**src/include/max_cfg.svh**
```systemverilog
`ifndef MAX_CFG_SVH
`define MAX_CFG_SVH

// AXI4-Lite port, address width equals the CPU bus width
`define MAX_AXI_ADDR_W 16
`define MAX_AXI_DATA_W 32

// Memory sizes
`define MAX_RAM_WORDS 2048    // Main RAM bytes
`define MAX_COLRAM_WORDS 1024 // Color RAM nibbles

// RAM window, 2 KB mirrored once
`define MAX_RAM_TOP 16'h0FFF

// Color RAM inside the I/O area
`define MAX_COLRAM_BASE 16'hD800
`define MAX_COLRAM_TOP 16'hDBFF

// I/O area, VIC/SID/CIA not fitted
`define MAX_IO_BASE 16'hD000
`define MAX_IO_TOP 16'hDFFF

// Floating data bus reads as all ones
`define MAX_OPEN_BUS 8'hFF

`endif
```
**src/hw/max_pkg.sv**
```systemverilog
package max_pkg;

	// Memory view of the CPU address
	typedef struct packed {
		logic [3:0]  page;   // 4 KB page
		logic [11:0] offset;
	} max_mem_addr_t;

	// I/O view, only meaningful in the $Dxxx area
	typedef struct packed {
		logic [3:0] area;   // $D for I/O
		logic [1:0] chip;   // VIC, SID, color RAM, CIA by address order
		logic [1:0] bank;
		logic [7:0] regsel; // Chip register
	} max_io_addr_t;

	// Same 16 address bits, two decodes
	typedef union packed {
		max_mem_addr_t mem;
		max_io_addr_t  io;
	} max_addr_u;

	// One CPU bus cycle
	typedef struct packed {
		logic      valid; // High for a single clock
		logic      we;
		max_addr_u addr;
		logic [7:0] wdata;
	} max_bus_req_t;

	// PLA chip selects, one-hot
	typedef struct packed {
		logic ram;
		logic colram;
		logic unmapped;
	} max_sel_t;

	// AXI response codes
	typedef enum logic [1:0] {
		RESP_OKAY   = 2'b00,
		RESP_DECERR = 2'b11
	} max_resp_e;

endpackage

```
**src/hw/max_axil_bridge.sv**
```systemverilog
`timescale 1ns/1ps
`include "max_cfg.svh"

module max_axil_bridge (
	input  logic                         clk_cpu,
	input  logic                         reset,
	input  logic [`MAX_AXI_ADDR_W-1:0]   awaddr,
	input  logic                         awvalid,
	output logic                         awready,
	input  logic [`MAX_AXI_DATA_W-1:0]   wdata,
	input  logic [`MAX_AXI_DATA_W/8-1:0] wstrb,
	input  logic                         wvalid,
	output logic                         wready,
	output logic [1:0]                   bresp,
	output logic                         bvalid,
	input  logic                         bready,
	input  logic [`MAX_AXI_ADDR_W-1:0]   araddr,
	input  logic                         arvalid,
	output logic                         arready,
	output logic [`MAX_AXI_DATA_W-1:0]   rdata,
	output logic [1:0]                   rresp,
	output logic                         rvalid,
	input  logic                         rready,
	output max_pkg::max_bus_req_t        bus_req,
	input  max_pkg::max_sel_t            sel,
	input  logic [7:0]                   mem_rdata
);
	localparam int LANES = `MAX_AXI_DATA_W / 8;

	typedef enum logic [1:0] {ST_IDLE, ST_BUS, ST_CAPTURE, ST_RESPOND} state_e;

	state_e state;
	logic rd_accept;
	logic wr_accept;
	logic resp_taken;
	logic [1:0] wr_lane;
	logic [7:0] wr_byte;

	logic req_valid;
	logic req_we;
	max_pkg::max_addr_u req_addr;
	logic [7:0] req_wdata;
	logic is_rd; // Current transaction is a read
	logic unmapped_q;
	max_pkg::max_resp_e resp_q;
	logic [`MAX_AXI_DATA_W-1:0] rdata_q;

	// Read wins when both are offered in the same idle cycle
	assign rd_accept = (state == ST_IDLE) && arvalid;
	assign wr_accept = (state == ST_IDLE) && awvalid && wvalid && !arvalid;
	assign arready = rd_accept;
	assign awready = wr_accept;
	assign wready = wr_accept;

	assign wr_lane = awaddr[1:0];
	assign wr_byte = wdata[8*wr_lane +: 8];

	assign resp_taken = (bvalid && bready) || (rvalid && rready);

	always_ff @(posedge clk_cpu) begin
		if (reset) begin
			state <= ST_IDLE;
			req_valid <= 1'b0;
		end else begin
			req_valid <= 1'b0;
			case (state)
				ST_IDLE: begin
					if (rd_accept || wr_accept) begin
						state <= ST_BUS;
						req_valid <= 1'b1; // One bus cycle per transaction
					end
				end
				ST_BUS: state <= ST_CAPTURE;
				ST_CAPTURE: state <= ST_RESPOND;
				ST_RESPOND: begin
					if (resp_taken)
						state <= ST_IDLE;
				end
				default: state <= ST_IDLE;
			endcase
		end
	end

	always_ff @(posedge clk_cpu) begin
		if (rd_accept) begin
			is_rd <= 1'b1;
			req_we <= 1'b0;
			req_addr <= araddr;
		end else if (wr_accept) begin
			is_rd <= 1'b0;
			req_we <= wstrb[wr_lane]; // Clear strobe turns it into a dummy read
			req_addr <= awaddr;
			req_wdata <= wr_byte;
		end
		if (state == ST_BUS)
			unmapped_q <= sel.unmapped;
		if (state == ST_CAPTURE) begin
			rdata_q <= {LANES{mem_rdata}};
			resp_q <= unmapped_q ? max_pkg::RESP_DECERR : max_pkg::RESP_OKAY;
		end
	end

	assign bus_req = '{valid: req_valid, we: req_we, addr: req_addr, wdata: req_wdata};

	// Held until the host takes them
	assign bvalid = (state == ST_RESPOND) && !is_rd;
	assign rvalid = (state == ST_RESPOND) && is_rd;
	assign bresp = resp_q;
	assign rresp = resp_q;
	assign rdata = rdata_q;

endmodule

```
**config.mk**
```make
export PLATFORM = sky130hd
export DESIGN_NAME = max_axil_bridge
export DESIGN_NICKNAME = d
export VERILOG_FILES = /design/src/hw/max_pkg.sv /design/src/hw/max_axil_bridge.sv
export VERILOG_INCLUDE_DIRS = /design/src /design/src/include
export SDC_FILE = /design/constraint.sdc
export NUM_CORES = 1
export LEC_CHECK = 0
export ABC_AREA = 1
export BUFFER_PORTS_ARGS = -buffer_cell sky130_fd_sc_hd__buf_2
export CORE_MARGIN = 8
export CORE_UTILIZATION = 40
export CTS_CLUSTER_DIAMETER = 200
export DETAILED_ROUTE_END_ITERATION = 6
export PLACE_DENSITY = 0.84
export SLEW_MARGIN = 20
export SYNTH_ARGS = -nofsm -noshare
export SYNTH_HDL_FRONTEND = slang
export SYNTH_SLANG_ARGS = --single-unit
```
**constraint.sdc**
```tcl
create_clock -name clk_cpu -period 2.22 [get_ports clk_cpu]
set_input_delay 0.444 -clock clk_cpu [delete_from_list [all_inputs] [get_ports clk_cpu]]
set_output_delay 0.444 -clock clk_cpu [all_outputs]
set_load 0.01 [all_outputs]
```
; After elaboration in Yosys (flattened, before gate mapping)
; Cells that the tools add are included.
[word_totals]
regBits = 64
elab_cells = 44
input_bits = 86
[classes]
reduce_logical = 17
eq_ne = 5
n_bitwise = 2
n_mux = 9
n_shift = 1
order_cmp = 1
[op_table]
columns = operator, n
row1 = $mux W16, 2
row2 = $shiftx A32 B6 Y8, 1
row3 = $logic_and A1 B1 Y1, 8
row4 = $pmux W2 S4, 1
row5 = $mux W2, 3
row6 = $eq A2 B2 Y1 const B, 2
row7 = $reduce_and A2 Y1, 2
row8 = $lt A2 B3 Y1 const B, 1
row9 = $bmux W1 S2, 1
row10 = $eq A2 B1 Y1 const B, 1
row11 = $logic_not A1 Y1, 2
row12 = $logic_not A2 Y1, 1
row13 = $logic_or A1 B1 Y1, 2
row14 = $mux W1, 2
row15 = $ne A2 B1 Y1 const B, 1
row16 = $ne A2 B2 Y1 const B, 1
row17 = $not A1 Y1, 2
row18 = $reduce_bool A2 Y1, 1
row19 = $reduce_or A2 Y1, 1

; Logic depth before layout (Yosys ltp)
[depth]
depth_word = 7
ltp_mapped = 8
mapped_depth_nobuf = 8

; Least setup slack after synthesis
; OpenSTA, ideal clock, no wires.
[synth_path]
path_kind = reg2reg
from = reg state[0]
to = reg req_addr[0] (netlist bit), enable pin
required_time_ns = 1.828
slack_ns = 0.306
n_path_buf = 0
t_arrival_ns = 1.522
synth_period_minus_slack_ns = 1.914
stages_incl_launch_ff = 5
setup_time_ns = 0.392
path_cell_list = dfxtp_1 -> inv_1 -> ha_1 -> nand2_2 -> o21ai_1
[synth_between]
elab_chain_cells = 5
elab_cells_between_ends = 6
classes_between = 6 x reduce/logical
[synth_rtl]
columns = element, line_no
row1 = from (decl), max_axil_bridge.sv:32  ; state_e state;
row2 = from (signal assigned), max_axil_bridge.sv:62  ; state <= ST_IDLE;
row3 = from (signal assigned), max_axil_bridge.sv:69  ; state <= ST_BUS;
row4 = from (signal assigned), max_axil_bridge.sv:73  ; ST_BUS: state <= ST_CAPTURE;
row5 = $logic_not A2 Y1 *, "max_axil_bridge.sv:49, max_axil_bridge.sv:50"
row6 = $logic_and A1 B1 Y1 (3 in a row), max_axil_bridge.sv:50  ; assign wr_accept = (state == ST_IDLE) && awvalid && wvalid && !arvalid;
row7 = $reduce_bool A2 Y1 (no line) *, -
row8 = to (signal assigned), max_axil_bridge.sv:88  ; req_addr <= araddr;
row9 = to (signal assigned), max_axil_bridge.sv:92  ; req_addr <= awaddr;
row10 = to (decl), max_axil_bridge.sv:41  ; max_pkg::max_addr_u req_addr;
; Every way passes the cells marked *; elsewhere a longest branch is shown, timed or not.
; A chain may end at the register's enable or synchronous reset.

; Final worst setup path
[layout_path]
from = reg state[1]
to = out arready
[layout_between]
elab_chain_cells = 2
[layout_rtl]
columns = element, line_no
row1 = $logic_not A2 Y1, max_axil_bridge.sv:49  ; assign rd_accept = (state == ST_IDLE) && arvalid;
row2 = $logic_and A1 B1 Y1, max_axil_bridge.sv:49
row3 = to (decl), max_axil_bridge.sv:19  ; output logic arready,
; Every way passes these cells.

==> reports/summary.txt <==
====================================================================================
Accumulated negative setup slack                                                0 ns
Insertion delay to the later sink of the worst-skew pair                     0.28 ns
Post-synth cell types                                                             18
Final period util                                                              0.894
Number of setup violations in the final report                                     0
Synthesis-stage register bit count                                                39
Cell family with most CP delay                                          buffers and inverters
Number of antenna diodes                                                           0
Average wire per cell in the routed design                                   13.7 um
Pin count of the biggest net entering global routing                              21
Portion of the post-synthesis area used by sequential elements                 0.549
Number of enable-type register cells in the synthesized netlist                   34
Worst setup path category                                                    reg2out
Required time of the worst setup path                                        1.78 ns
Top FF cell, synth                                                      sky130_fd_sc_hd__edfxtp_1
Count of port buffers added during placement                                     150
Post-CTS setup-driven buffer insertion count                                       0
CTS clock-pin slew for the worst setup and hold paths                        0.07 ns
Number of hold-slack violations in the final timing report                         0
Post-synthesis instance area                                            0.00204 sq mm
Root Buffer Master                                                      sky130_fd_sc_hd__clkbuf_8
Post-synthesis net count                                                         307
Critical-path cell list                                                 inv_1 > ha_1 > nand2_2 > inv_2 > buf_2
Avg Inst Size Synth                                                       9.42 sq um
Height of the die                                                            87.5 um
Proportion of layout cells with a drive suffix above 1                         0.485
Wirelength, routed                                                           5.60 mm
Pre-antenna DRT Iters                                                              5
# DRC                                                                              0
Initial antenna violation count                                                    0
RSZ-0062 raised after global routing                                           false
Run status                                                                 completed
Post-synthesis async set-or-reset flop share                                       0
Leakage Power                                                                1.40 nW
Count of buffering cells on the critical path with inverters included              3
Io pins                                                                          153
Delay of the slowest critical-path stage                                     0.33 ns
Max capacitance violation total                                                    0
Initial Utilization                                                            0.408
Number of warning messages in the yosys log                                        0
Routed via count divided by cell count                                          4.50
Number of global-route vias before repair                                      1,819
Fraction of the core area covered by cells at the end of the flow              0.540
Power density of the placed cells                                        950 mW/mm^2
Cell Rows                                                                         26
TritonCTS sink count                                                              39
Number of cells in the finished layout apart from fillers                        410
Number of pins with negative max-slew slack in the final report                    0
Overall overflow remaining after global route                                      0
DRC violation total after the first TritonRoute iteration                         87
Global-route wire length before repair                                       8.28 mm
Clock tree buffer depth                                                            2
HPWL after detailed placement                                                4.63 mm
Area Growth Syn to Fin                                                         32.3%
Total vias in the final route                                                  1,847
CTS-repair resized insts                                                           0
Cts bufs inserted                                                                  5
Data arrival time of the worst path                                          1.54 ns
Post-Syn Instances                                                               217
Core box area                                                           0.00501 sq mm
Worst Path Max Fanout                                                             20
Die span in x                                                                87.5 um
Achievable frequency                                                       0.504 GHz
Layout Skew                                                               0.00533 ns
Least-Margin Pin Slew                                                       0.879 ns
Number of hold-repair buffers added at the cts stage                               0
Post-detailed-route count of antenna-violating nets                                0
Worst slew margin relative to its limit                                        0.414
Filler instances                                                                 476
RD Place Congestion                                                            0.791
GRT Total Usage                                                                0.140
Startpoint types                                                           flip-flop
Worst Setup End Kind                                                     output port
CP max-delay cell                                                       sky130_fd_sc_hd__dfxtp_1
Final min period                                                             1.99 ns
Instance count after placement with tap cells included                           402
Worst voltage drop across the vdd grid                                    0.000453 V
Post-layout net count                                                            429
Die area                                                                0.00765 sq mm
Kind of path behind the tightest hold check                                   in2reg
TritonCTS clock tree                                                           built
CTS H-Tree Depth                                                                   2
====================================================================================
[metrics by stage]
| stage | setup slack (ns) | cell area (sq um) | power (mW) | hold WS (ns) |
|---|---|---|---|---|
| 6_report | 0.234 | 2700 | 2.57 | 0.334 |
| 5_1_grt | 0.103 | 2700 | 2.76 | 0.319 |
| 4_1_cts | 0.213 | 2700 | 2.61 | 0.325 |
| 3_5_place_dp | 0.316 | 2610 | 2.13 | 0.422 |
| 3_3_place_gp | 0.379 | 2610 | 2.09 | 0.419 |
| 2_1_floorplan | 0.306 | 2040 | 1.85 | 0.400 |
[Yosys cell counts, types with 2 or more instances]
| library cell | count | area (sq um) |
|---|---|---|
| sky130_fd_sc_hd__buf_6 | 4 | 45.0 |
| sky130_fd_sc_hd__buf_4 | 31 | 233 |
| sky130_fd_sc_hd__o22ai_1 | 8 | 50.1 |
| sky130_fd_sc_hd__edfxtp_1 | 34 | 1020 |
| sky130_fd_sc_hd__nand2_2 | 2 | 12.5 |
| sky130_fd_sc_hd__inv_1 | 15 | 56.3 |
| sky130_fd_sc_hd__inv_2 | 2 | 7.51 |
| sky130_fd_sc_hd__nor2_1 | 25 | 93.8 |
| sky130_fd_sc_hd__dfxtp_1 | 5 | 100 |
| sky130_fd_sc_hd__o21ai_0 | 20 | 100 |
| sky130_fd_sc_hd__nand3_1 | 5 | 25.0 |
| sky130_fd_sc_hd__ha_1 | 4 | 50.1 |
| sky130_fd_sc_hd__nand4_1 | 2 | 12.5 |
| sky130_fd_sc_hd__nand2_1 | 56 | 210 |
[cells by family after synthesis]
logic type,after synthesis,share of synthesized area
and+or+nand+nor,91,0.179
buffers and inverters,54,0.172
DFF,39,0.549
AOI/OAI and AO/OA,29,0.0759
adders and majority gates,4,0.0245
[metal layers]
| metal | GRT usage | share of wire |
|---|---|---|
| met5 | 0 | 0 |
| met4 | 0.0578 | 0.012 |
| met1 | 0.134 | 0.35 |
| met3 | 0.0509 | 0.12 |
| met2 | 0.261 | 0.52 |
[final timing paths]
path                      from            to  slack, ns  cells past startpoint
setup reg to reg      state[1]  req_addr[12]       0.36                      4
hold / removal    mem_rdata[7]     rdata[23]       0.33                      1
hold reg to reg     unmapped_q      bresp[0]       0.43                      0
setup / recovery      state[1]       arready       0.23                      5
[cell usage in the layout, fill, tap and decap left out, drive strengths merged]
cell type	netlist	routed
buf	36	152
clkbuf	1	7
clkinv	0	1
dfxtp	5	5
edfxtp	34	34
ha	4	4
inv	17	17
nand2	58	58
nand3	5	5
nand4	2	2
nor2	26	26
o21ai	21	21
o22ai	8	8
[state kept, by name, indices dropped and copies added (netlist names)]
register    flops
req_we          1
bresp           1
unmapped_q      1
state           2
req_valid       1
req_wdata       8
rdata           8
req_addr       16
is_rd           1
[area by class of cell]
class / count / area, sq um / area share
multi-input combinational: 124 / 574 / 0.212
timing repair buffer: 152 / 766 / 0.283
clock inverter: 1 / 5.00 / 0.00185
sequential: 39 / 1120 / 0.415
clock buffer: 7 / 86.3 / 0.0319
tap: 70 / 87.6 / 0.0324
inverter: 17 / 63.8 / 0.0236
[power by group]
part           switching [mW]  leakage (nW)  total, mW  internal (mW)
Combinational           0.601         0.995      0.960          0.359
Sequential             0.0731         0.360       1.13           1.05
Clock                   0.232        0.0482      0.482          0.251
Total                   0.905          1.40       2.57           1.66
No activity file was read; power rests on OpenSTA's default activity.
